===== config.mk =====
export PLATFORM = sky130hd
export DESIGN_NAME = id_stage
export DESIGN_NICKNAME = d
export VERILOG_FILES = /design/src/id_pkg.sv /design/src/id_decoder.sv /design/src/id_operand_sel.sv /design/src/id_ex_reg.sv /design/src/id_stage.sv
export VERILOG_INCLUDE_DIRS = /design/src
export SDC_FILE = /design/constraint.sdc
export NUM_CORES = 1
export LEC_CHECK = 0
export CAP_MARGIN = 20
export CORE_AREA = 4 4 96 98
export CTS_CLUSTER_DIAMETER = 30
export DETAILED_ROUTE_END_ITERATION = 10
export DIE_AREA = 0 0 100 102
export DONT_BUFFER_PORTS = 1
export HOLD_SLACK_MARGIN = 0.12
export PLACE_DENSITY = 0.56
export SLEW_MARGIN = 20
export SYNTH_ARGS = -nofsm -noshare
export SYNTH_HDL_FRONTEND = slang
export SYNTH_SLANG_ARGS = --single-unit

===== constraint.sdc =====
create_clock -name clk -period 3.6 [get_ports clk]
set_input_delay 0.54 -clock clk [delete_from_list [all_inputs] [get_ports clk]]
set_output_delay 0.54 -clock clk [all_outputs]
set_load 0.005 [all_outputs]

===== src/id_params.svh =====
`ifndef ID_PARAMS_SVH
`define ID_PARAMS_SVH

// datapath widths
`define ID_INST_W      32
`define ID_DATA_W      32
`define ID_REG_ADDR_W  5
`define ID_SHAMT_W     5
`define ID_IMM_W       16

// primary opcodes, inst[31:26]
`define OP_SPECIAL     6'b000000
`define OP_ANDI        6'b001100
`define OP_ORI         6'b001101
`define OP_XORI        6'b001110
`define OP_LUI         6'b001111
`define OP_PREF        6'b110011

// special function codes, inst[5:0]
`define FUNC_SLL       6'b000000   // nop and ssnop are sll encodings
`define FUNC_SRL       6'b000010
`define FUNC_SRA       6'b000011
`define FUNC_SLLV      6'b000100
`define FUNC_SRLV      6'b000110
`define FUNC_SRAV      6'b000111
`define FUNC_MOVZ      6'b001010
`define FUNC_MOVN      6'b001011
`define FUNC_SYNC      6'b001111
`define FUNC_MFHI      6'b010000
`define FUNC_MTHI      6'b010001
`define FUNC_MFLO      6'b010010
`define FUNC_MTLO      6'b010011
`define FUNC_AND       6'b100100
`define FUNC_OR        6'b100101
`define FUNC_XOR       6'b100110
`define FUNC_NOR       6'b100111

`endif


===== src/id_pkg.sv =====
`include "id_params.svh"

package id_pkg;

    typedef logic [`ID_DATA_W-1:0]     data_t;
    typedef logic [`ID_REG_ADDR_W-1:0] reg_addr_t;
    typedef logic [`ID_INST_W-1:0]     inst_t;

    // result class, picks the execute-stage result mux
    typedef enum logic [2:0] {
        SEL_NOP   = 3'b000,
        SEL_LOGIC = 3'b001,
        SEL_SHIFT = 3'b010,
        SEL_MOV   = 3'b011
    } alusel_e;

    // operation within a class
    typedef enum logic [7:0] {
        OP_NOP  = 8'b0000_0000,
        OP_SRL  = 8'b0000_0010,
        OP_SRA  = 8'b0000_0011,
        OP_MOVZ = 8'b0000_1010,
        OP_MOVN = 8'b0000_1011,
        OP_MFHI = 8'b0001_0000,
        OP_MTHI = 8'b0001_0001,
        OP_MFLO = 8'b0001_0010,
        OP_MTLO = 8'b0001_0011,
        OP_AND  = 8'b0010_0100,
        OP_OR   = 8'b0010_0101,
        OP_XOR  = 8'b0010_0110,
        OP_NOR  = 8'b0010_0111,
        OP_SLL  = 8'b0111_1100
    } aluop_e;

    // decode result handed to execute
    typedef struct packed {
        alusel_e   alusel;
        aluop_e    aluop;
        data_t     reg1_data;
        data_t     reg2_data;
        reg_addr_t waddr;
        logic      wreg;
        logic      invalid;
    } id_ex_t;

endpackage


===== src/id_decoder.sv =====
`timescale 1ns/10ps
`include "id_params.svh"

module id_decoder (
    input  id_pkg::inst_t     inst_i,
    output id_pkg::alusel_e   alusel_o,
    output id_pkg::aluop_e    aluop_o,
    output id_pkg::reg_addr_t waddr_o,
    output logic              wreg_o,
    output logic              reg1_read_o,
    output id_pkg::reg_addr_t reg1_addr_o,
    output logic              reg2_read_o,
    output id_pkg::reg_addr_t reg2_addr_o,
    output id_pkg::data_t     imm_o,
    output logic              use_imm_o,
    output logic              cond_move_o,
    output logic              move_if_zero_o,
    output logic              invalid_o
);

    logic [5:0]              opcode;
    logic [5:0]              func;
    id_pkg::reg_addr_t       rs;
    id_pkg::reg_addr_t       rt;
    id_pkg::reg_addr_t       rd;
    logic [`ID_SHAMT_W-1:0]  shamt;
    logic [`ID_IMM_W-1:0]    imm16;

    assign opcode = inst_i[31:26];
    assign rs     = inst_i[25:21];
    assign rt     = inst_i[20:16];
    assign rd     = inst_i[15:11];
    assign shamt  = inst_i[10:6];
    assign func   = inst_i[5:0];
    assign imm16  = inst_i[15:0];

    // operation for a special-opcode function field
    function automatic id_pkg::aluop_e special_op(input logic [5:0] f);
        case (f)
            `FUNC_AND:               return id_pkg::OP_AND;
            `FUNC_OR:                return id_pkg::OP_OR;
            `FUNC_XOR:               return id_pkg::OP_XOR;
            `FUNC_NOR:               return id_pkg::OP_NOR;
            `FUNC_SLL, `FUNC_SLLV:   return id_pkg::OP_SLL;
            `FUNC_SRL, `FUNC_SRLV:   return id_pkg::OP_SRL;
            `FUNC_SRA, `FUNC_SRAV:   return id_pkg::OP_SRA;
            `FUNC_MOVN:              return id_pkg::OP_MOVN;
            `FUNC_MOVZ:              return id_pkg::OP_MOVZ;
            `FUNC_MFHI:              return id_pkg::OP_MFHI;
            `FUNC_MFLO:              return id_pkg::OP_MFLO;
            `FUNC_MTHI:              return id_pkg::OP_MTHI;
            `FUNC_MTLO:              return id_pkg::OP_MTLO;
            default:                 return id_pkg::OP_NOP;
        endcase
    endfunction

    // i-type logic ops, lui is an or against r0
    function automatic id_pkg::aluop_e imm_op(input logic [5:0] op);
        case (op)
            `OP_ANDI: return id_pkg::OP_AND;
            `OP_XORI: return id_pkg::OP_XOR;
            default:  return id_pkg::OP_OR;
        endcase
    endfunction

    always_comb begin
        // everything off unless an encoding claims it
        alusel_o       = id_pkg::SEL_NOP;
        aluop_o        = id_pkg::OP_NOP;
        waddr_o        = '0;
        wreg_o         = 1'b0;
        reg1_read_o    = 1'b0;
        reg1_addr_o    = '0;
        reg2_read_o    = 1'b0;
        reg2_addr_o    = '0;
        imm_o          = '0;
        use_imm_o      = 1'b0;
        cond_move_o    = 1'b0;
        move_if_zero_o = 1'b0;
        invalid_o      = 1'b0;

        case (opcode)
            `OP_SPECIAL: begin
                if (func == `FUNC_SLL || func == `FUNC_SRL || func == `FUNC_SRA) begin
                    // immediate shifts, all-zero word is the nop
                    alusel_o    = id_pkg::SEL_SHIFT;
                    aluop_o     = special_op(func);
                    waddr_o     = rd;
                    wreg_o      = 1'b1;
                    reg1_read_o = 1'b1;
                    reg1_addr_o = rt;              // value to shift
                    use_imm_o   = 1'b1;
                    imm_o       = {{(`ID_DATA_W-`ID_SHAMT_W){1'b0}}, shamt};
                end else if (shamt == '0) begin
                    case (func)
                        `FUNC_AND, `FUNC_OR, `FUNC_XOR, `FUNC_NOR,
                        `FUNC_MOVN, `FUNC_MOVZ: begin
                            alusel_o       = (func == `FUNC_MOVN || func == `FUNC_MOVZ) ?
                                             id_pkg::SEL_MOV : id_pkg::SEL_LOGIC;
                            aluop_o        = special_op(func);
                            waddr_o        = rd;
                            wreg_o         = 1'b1;  // movn/movz resolved downstream
                            reg1_read_o    = 1'b1;
                            reg1_addr_o    = rs;
                            reg2_read_o    = 1'b1;
                            reg2_addr_o    = rt;
                            cond_move_o    = (func == `FUNC_MOVN || func == `FUNC_MOVZ);
                            move_if_zero_o = (func == `FUNC_MOVZ);
                        end
                        `FUNC_SLLV, `FUNC_SRLV, `FUNC_SRAV: begin
                            alusel_o    = id_pkg::SEL_SHIFT;
                            aluop_o     = special_op(func);
                            waddr_o     = rd;
                            wreg_o      = 1'b1;
                            reg1_read_o = 1'b1;
                            reg1_addr_o = rt;      // value
                            reg2_read_o = 1'b1;
                            reg2_addr_o = rs;      // amount
                        end
                        `FUNC_MFHI, `FUNC_MFLO: begin
                            alusel_o = id_pkg::SEL_MOV;
                            aluop_o  = special_op(func);
                            waddr_o  = rd;
                            wreg_o   = 1'b1;
                        end
                        `FUNC_MTHI, `FUNC_MTLO: begin
                            aluop_o     = special_op(func);
                            reg1_read_o = 1'b1;
                            reg1_addr_o = rs;
                        end
                        `FUNC_SYNC: ;             // no-op, nothing to request
                        default:    invalid_o = 1'b1;
                    endcase
                end else begin
                    invalid_o = 1'b1;              // register forms need shamt of zero
                end
            end
            `OP_ANDI, `OP_ORI, `OP_XORI, `OP_LUI: begin
                alusel_o    = id_pkg::SEL_LOGIC;
                aluop_o     = imm_op(opcode);
                waddr_o     = rt;
                wreg_o      = 1'b1;
                reg1_read_o = 1'b1;
                reg1_addr_o = rs;
                use_imm_o   = 1'b1;
                if (opcode == `OP_LUI) begin
                    imm_o = {imm16, {(`ID_DATA_W-`ID_IMM_W){1'b0}}};
                end else begin
                    imm_o = {{(`ID_DATA_W-`ID_IMM_W){1'b0}}, imm16};  // zero extend
                end
            end
            `OP_PREF: ;                            // treated as a no-op
            default: invalid_o = 1'b1;
        endcase
    end

    // unknown encodings must not touch the register file
    invalid_quiet: assert property (
        @(inst_i) invalid_o |-> !(wreg_o || reg1_read_o || reg2_read_o)
    ) else $error("invalid encoding requests a read or write");

endmodule


===== src/id_operand_sel.sv =====
`timescale 1ns/10ps
`include "id_params.svh"

module id_operand_sel (
    input  logic              reg1_read_i,
    input  logic              reg2_read_i,
    input  logic              use_imm_i,
    input  logic              cond_move_i,
    input  logic              move_if_zero_i,
    input  logic              wreg_i,
    input  id_pkg::data_t     reg1_data_i,
    input  id_pkg::data_t     reg2_data_i,
    input  id_pkg::data_t     imm_i,
    input  id_pkg::alusel_e   alusel_i,
    input  id_pkg::aluop_e    aluop_i,
    input  id_pkg::reg_addr_t waddr_i,
    input  logic              invalid_i,
    output id_pkg::id_ex_t    payload_o
);

    id_pkg::data_t op1;
    id_pkg::data_t op2;
    logic          move_taken;
    logic          wreg;

    assign op1 = reg1_read_i ? reg1_data_i : '0;

    always_comb begin
        if (reg2_read_i) begin
            op2 = reg2_data_i;
        end else if (use_imm_i) begin
            op2 = imm_i;                           // extended imm or shift amount
        end else begin
            op2 = '0;
        end
    end

    // movn writes on nonzero rt, movz on zero rt
    assign move_taken = move_if_zero_i ? (reg2_data_i == '0) : (reg2_data_i != '0);
    assign wreg       = wreg_i && (!cond_move_i || move_taken);

    assign payload_o.alusel    = alusel_i;
    assign payload_o.aluop     = aluop_i;
    assign payload_o.reg1_data = op1;
    assign payload_o.reg2_data = op2;
    assign payload_o.waddr     = waddr_i;
    assign payload_o.wreg      = wreg;
    assign payload_o.invalid   = invalid_i;

endmodule


===== src/id_ex_reg.sv =====
`timescale 1ns/10ps
`include "id_params.svh"

module id_ex_reg #(
    parameter type payload_t = id_pkg::id_ex_t
) (
    input  logic     clk,
    input  logic     reset_i,
    input  logic     in_valid_i,
    output logic     in_ready_o,
    input  payload_t in_data_i,
    output logic     out_valid_o,
    input  logic     out_ready_i,
    output payload_t out_data_o
);

    logic     valid_q;
    payload_t data_q;
    logic     load;

    // free slot, or the held item leaves this edge
    assign in_ready_o = !valid_q || out_ready_i;
    assign load       = in_valid_i && in_ready_o;

    always_ff @(posedge clk) begin
        if (reset_i) begin
            valid_q <= 1'b0;
            data_q  <= '0;
        end else if (load) begin
            valid_q <= 1'b1;
            data_q  <= in_data_i;
        end else if (out_ready_i) begin
            valid_q <= 1'b0;                       // drained with nothing behind it
        end
    end

    assign out_valid_o = valid_q;
    assign out_data_o  = data_q;

    // stalled output must not change under execute
    held_stable: assert property (
        @(posedge clk) disable iff (reset_i)
        out_valid_o && !out_ready_i |=> out_valid_o && $stable(out_data_o)
    ) else $error("output changed while stalled");

endmodule


===== src/id_stage.sv =====
`timescale 1ns/10ps
`include "id_params.svh"

module id_stage (
    input  logic              clk,
    input  logic              reset_i,
    // fetch side
    input  logic              inst_valid_i,
    output logic              inst_ready_o,
    input  id_pkg::inst_t     inst_i,
    // register file read ports
    output logic              reg1_read_o,
    output id_pkg::reg_addr_t reg1_addr_o,
    output logic              reg2_read_o,
    output id_pkg::reg_addr_t reg2_addr_o,
    input  id_pkg::data_t     reg1_data_i,
    input  id_pkg::data_t     reg2_data_i,
    // execute side
    output logic              ex_valid_o,
    input  logic              ex_ready_i,
    output id_pkg::alusel_e   alusel_o,
    output id_pkg::aluop_e    aluop_o,
    output id_pkg::data_t     reg1_data_o,
    output id_pkg::data_t     reg2_data_o,
    output id_pkg::reg_addr_t waddr_o,
    output logic              wreg_o,
    output logic              invalid_o
);

    id_pkg::alusel_e   dec_alusel;
    id_pkg::aluop_e    dec_aluop;
    id_pkg::reg_addr_t dec_waddr;
    logic              dec_wreg;
    id_pkg::data_t     dec_imm;
    logic              dec_use_imm;
    logic              dec_cond_move;
    logic              dec_move_if_zero;
    logic              dec_invalid;
    id_pkg::id_ex_t    payload_d;
    id_pkg::id_ex_t    payload_q;

    id_decoder u_decoder (
        .inst_i         (inst_i),
        .alusel_o       (dec_alusel),
        .aluop_o        (dec_aluop),
        .waddr_o        (dec_waddr),
        .wreg_o         (dec_wreg),
        .reg1_read_o    (reg1_read_o),
        .reg1_addr_o    (reg1_addr_o),
        .reg2_read_o    (reg2_read_o),
        .reg2_addr_o    (reg2_addr_o),
        .imm_o          (dec_imm),
        .use_imm_o      (dec_use_imm),
        .cond_move_o    (dec_cond_move),
        .move_if_zero_o (dec_move_if_zero),
        .invalid_o      (dec_invalid)
    );

    id_operand_sel u_operand_sel (
        .reg1_read_i    (reg1_read_o),
        .reg2_read_i    (reg2_read_o),
        .use_imm_i      (dec_use_imm),
        .cond_move_i    (dec_cond_move),
        .move_if_zero_i (dec_move_if_zero),
        .wreg_i         (dec_wreg),
        .reg1_data_i    (reg1_data_i),
        .reg2_data_i    (reg2_data_i),
        .imm_i          (dec_imm),
        .alusel_i       (dec_alusel),
        .aluop_i        (dec_aluop),
        .waddr_i        (dec_waddr),
        .invalid_i      (dec_invalid),
        .payload_o      (payload_d)
    );

    id_ex_reg #(
        .payload_t (id_pkg::id_ex_t)
    ) u_ex_reg (
        .clk         (clk),
        .reset_i     (reset_i),
        .in_valid_i  (inst_valid_i),
        .in_ready_o  (inst_ready_o),
        .in_data_i   (payload_d),
        .out_valid_o (ex_valid_o),
        .out_ready_i (ex_ready_i),
        .out_data_o  (payload_q)
    );

    // held payload out as loose fields
    assign alusel_o    = payload_q.alusel;
    assign aluop_o     = payload_q.aluop;
    assign reg1_data_o = payload_q.reg1_data;
    assign reg2_data_o = payload_q.reg2_data;
    assign waddr_o     = payload_q.waddr;
    assign wreg_o      = payload_q.wreg;
    assign invalid_o   = payload_q.invalid;

    // an invalid result reaching execute carries no write and no operands
    invalid_inert: assert property (
        @(posedge clk) disable iff (reset_i)
        ex_valid_o && invalid_o |-> !wreg_o && reg1_data_o == '0 && reg2_data_o == '0
    ) else $error("invalid result carries a write or operand data");

endmodule


After elaboration in Yosys (flattened, before gate mapping)
Memory sizes are Yosys's and may differ from the RTL's. Index checks and enable logic that the tools add are counted.

Bits in writable memories: 0. Memory bits (read-only): 2240. Word-level logic and storage cells: 117. Register bits after elaboration: 83. Memories: 5. Bits in latches: 0. Output and inout port bits: 96.

Memories: (name not given) (words 64, width 7, read ports 1, clocked after memory_dff 0, write ports 0, line id_decoder.sv:39) `case (f)`; (name not given) (words 64, width 7, read ports 1, clocked after memory_dff 0, write ports 0, line id_decoder.sv:39); (name not given) (words 64, width 7, read ports 1, clocked after memory_dff 0, write ports 0, line id_decoder.sv:39); (name not given) (words 64, width 7, read ports 1, clocked after memory_dff 0, write ports 0, line id_decoder.sv:39); (name not given) (words 64, width 7, read ports 1, clocked after memory_dff 0, write ports 0, line id_decoder.sv:39).

Eq/ne operators: 21. Add/sub/neg operators: 0. Div/mod/pow operators: 0. Bitwise operators: 0. Multipliers: 0. Shift operators: 0. Multiplexer cells: 57. Order comparisons: 0. Reductions and logical operators: 26.

Operator list (number): $mux W32 (4); $pmux W32 S2 (1); $mux W5 (9); $eq A6 B4 Y1 const B (7); $pmux W5 S2 (4); $logic_not A32 Y1 (1); $pmux W8 S4 (1); $reduce_bool A32 Y1 (1); $eq A6 B6 Y1 const B (5); $mux W1 (25); $eq A6 B5 Y1 const B (4); $reduce_or A11 Y1 (2); $eq A6 B3 Y1 const B (3); $mux W8 (2); $pmux W8 S2 (1); $reduce_or A14 Y1 (1); $eq A6 B2 Y1 const B (2); $logic_not A6 Y1 (2); $pmux W3 S3 (1); $reduce_or A9 Y1 (1); $pmux W1 S2 (4); $reduce_or A8 Y1 (1); $mux W3 (2); $pmux W3 S2 (1); 12 further kinds (19).

Depth between registers and ports, before layout
Depth after elaboration: 9. Depth in mapped cells: 8.

Hierarchy
From an unflattened synthesis, not the netlist that was laid out.

Cells, all modules: 640. Area total of the unflattened synthesis: 5376.4 µm².

Modules (own cells, without submodules): id_ex_reg (sequential area each 1661.6 µm², cells each 377, area an instance 3582.2 µm², times used 1); id_decoder (sequential area each 0.0 µm², cells each 155, area an instance 1013.5 µm², times used 1); id_operand_sel (sequential area each 0.0 µm², cells each 108, area an instance 780.7 µm², times used 1).

Worst setup path before layout
OpenSTA, ideal clock, no wires.

Path type: input-to-output. From: input port inst_i[27]. To: output port reg2_addr_o[0]. Setup slack: 1.017 ns. Data arrival time: 2.043 ns. Stages on the path: 6. Cell sequence: or4_4 nor3_2 buf_2 nand2_1 nor3_1 a22o_1.

Longest elaborated chain between the ends: 2.

RTL lines: from (decl) (line id_stage.sv:10) `input id_pkg::inst_t inst_i,`; $logic_not A6 Y1 (line id_decoder.sv:82) `case (opcode)`; $mux W5 (line id_decoder.sv:82); to (decl) (line id_stage.sv:15) `output id_pkg::reg_addr_t reg2_addr_o,`.

No other way between the ends.

Final worst setup path
Ends and elaborated chain as after synthesis.

==> results.yml <==
power:
  p_sw_share_pct: 25.38
  p_clk_share_pct: 38.7
  pwr-share-seq_pct: 53.6
  comb_power_share_pct: 7.8
  intPower_mw: 1.311
  cellLeakagePower_nw: 1.373
  powerDensity_mw_per_mm2: 454.2
  switching_power_mw: 0.4460
  vdd_drop_max_uv: 181.7
routing:
  routedWlPerCell_um: 23.37
  vias_per_cell: 6.508
  drc_errors: 0
  vias: 3293
  dr.pass1.iters: 5
  ant_nets: 0
  drt_iter0_drc: 146
  wirelength_um: 11820
floorplanning:
  core_mm2: 0.008466
  initial_core_util_pct: 43.28
  row_count: 34
  die-area_mm2: 0.01020
  fp.dieH_um: 102
  dieWidth_um: 100
  pin_count: 196
place:
  gp_congestion: 0.9463
  placed_area_mm2: 0.003664
  portBuffers: 0
  dp.final_hpwl_um: 8771
worst_setup_path:
  reg2reg_slack_ns: 1.66
  cp.arrival_ns: 2.47
  worstPathMaxFanout: 5
  crit_required_ns: 3.06
  worst_setup_path_start_kind: "input pin"
  crit_type: "in -> out"
  endpoint_kind: "output port"
clock_tree:
  clk_pin_slew_ns: 0.08
  htreeDepth: 3
  cts.sinks: 80
  clkLatencyLatePin_ns: 0.36
  cts_hold_buf: 0
  cts_setup_buffers: 0
  cts.repair.resized: 0
  cts_buffer_depth: 2
  cts_inserted_buffers: 9
  cts_tree: "yes"
  cts_root_buf: "clkbuf_8"
grt:
  grt_max_degree: 45
  grt-ovfl-total: 0
  gr-usage-all-layers_pct: 21.97
  grt_pass1_wl_um: 17410
  grt_use_met3_pct: 9.693
  antenna_found_initial: 0
  grt_use_met2_pct: 36.58
  global_route.usage.met1_pct: 25.87
  busiest_layer: "met2"
  grt_pass1_vias: 3124
timing:
  setup_tns_ns: 0
  rsz0062_at_grt: "false"
  finalSetupViolations: 0
  post-route-min-period_ns: 3.006
  hold_violations: 0
  skew_ns: 0.01004
  fmax_ghz: 0.3326
  report.final.slew_viol_count: 0
  relSlewSlack_pct: 57.22
  fin_crit_sh_pct: 83.51
  tightest_slew_ns: 0.6378
synth:
  async_flop_share_pct: 0
  ys.flop_type: "dfxtp_1"
  syn_area_per_cell_um2: 8.870
  yosysWarnings: 0
  synth_edf_count: 0
  synth_top_area_share_pct: 43.72
  seq_area_frac_synth_pct: 43.72
  synth_cell_types: 55
  ys_seq_elements: 80
  syn_area_mm2: 0.003664
  yosysMostFrequentCell: "dfxtp_1"
  synth_area_leaders: "dfxtp_1 (44%), a22o_1 (10%), a221oi_1 (6.7%), nor2_1 (5.3%), nor3_1 (5.2%)"
  syn_inst: 413
  post-synth-top-area-cell: "dfxtp_1"
  synthTopCellsByCount: "dfxtp_1 (80), nor2_1 (52), a22o_1 (42), nor3_1 (38), a221oi_1 (28)"
cells_and_area:
  syn_to_final_growth_pct: 5.601
  utilization_pct: 45.70
  final-seq-area_mm2: 0.001602
  multi_input_area_mm2: 0.001841
  design_area_mm2: 0.003869
  nFillCells: 856
  post_route_cells_drive_above_1_share_pct: 8.794
  final_nets: 493
  antenna_cells: 0
job:
  cap_viol_max_count: 0
run_status:
  outcome: "finished, final reports clean"
min_path:
  hold_class: "in -> reg"
power groups by stage:
stage	registers, mW	logic [mW]	clock network, mW
floorplan	0.953	0.132	0
global placement	0.963	0.135	0
detailed placement	0.963	0.136	0
CTS	0.942	0.137	0.700
global route	0.945	0.156	0.738
finish	0.941	0.137	0.679
final cells by class:
cell class / instances / share of cell area, %
multi-input combinational: 286 / 47.57
sequential: 80 / 41.40
clock buffer: 10 / 3.558
tap: 108 / 3.493
clock inverter: 6 / 1.746
timing repair buffer: 7 / 1.358
inverter: 9 / 0.8732
cell families after synthesis:
family	Yosys count	share of synthesized area, %
AND/OR/NAND/NOR	145	20.25
buffers and inverters	48	6.216
other	1	0.1024
flip-flops	80	43.72
XOR/XNOR	2	0.4782
AO/OA/AOI/OAI	137	29.24
critical path: stages:
cell      delay (ns)
or4_4           0.53
nor3_2          0.30
nand3_2         0.23
a211oi_1        0.61
a22o_1          0.26
registers in the layout (all words and copies together) (netlist names):
signal,cells
u_ex_reg.out_valid_o,1
u_ex_reg.out_data_o,79
placed cells by master, fill, tap and decap left out, types with 3 or more instances in the layout:
| master | Yosys | final |
|---|---|---|
| inv_1 | 9 | 9 |
| a211oi_1 | 3 | 3 |
| nor3_1 | 38 | 38 |
| a221o_1 | 5 | 5 |
| nand4_1 | 7 | 7 |
| clkbuf_8 | 0 | 10 |
| nor2_1 | 52 | 51 |
| a221oi_1 | 28 | 28 |
| a21oi_1 | 20 | 20 |
| buf_4 | 6 | 7 |
| a31oi_1 | 3 | 3 |
| nand3_1 | 3 | 3 |
| a22o_1 | 42 | 42 |
| o21ai_0 | 11 | 11 |
| nand2_1 | 13 | 13 |
| a22oi_1 | 5 | 5 |
| dfxtp_1 | 80 | 80 |
| nor4_1 | 9 | 9 |
| o21ai_1 | 3 | 3 |
| o22ai_1 | 4 | 4 |
routing by layer:
layer / up-vias / wire length, um / share of wire (%)
met5: - / 0 / 0
met2: 187 / 5699 / 48
met4: 0 / 167 / 1.4
met1: 1559 / 4407 / 37
li1: 1532 / - / -
met3: 15 / 1550 / 13
path summary, 6_finish.rpt:
check	start	end	cells after the start
max	inst_i[27]	reg2_addr_o[0]	5
min	reset_i	u_ex_reg.out_data_o[74]	1
max reg2reg	u_ex_reg.out_valid_o	u_ex_reg.out_data_o[68]	6
min reg2reg	u_ex_reg.out_data_o[75]	u_ex_reg.out_data_o[75]	2
per-stage QoR:
step / setup slack [ns] / cells / total power [mW] / hold slack, ns
after global routing: 0.4637 / 506 / 1.839 / 0.2264
after floorplan: 1.017 / 414 / 1.085 / 0.4345
after detailed placement: 0.6135 / 490 / 1.099 / 0.4717
final: 0.5938 / 506 / 1.757 / 0.2549
after global placement: 0.7012 / 490 / 1.097 / 0.4624
after CTS: 0.6164 / 506 / 1.779 / 0.2424
Power figures use the tool's default switching activity.
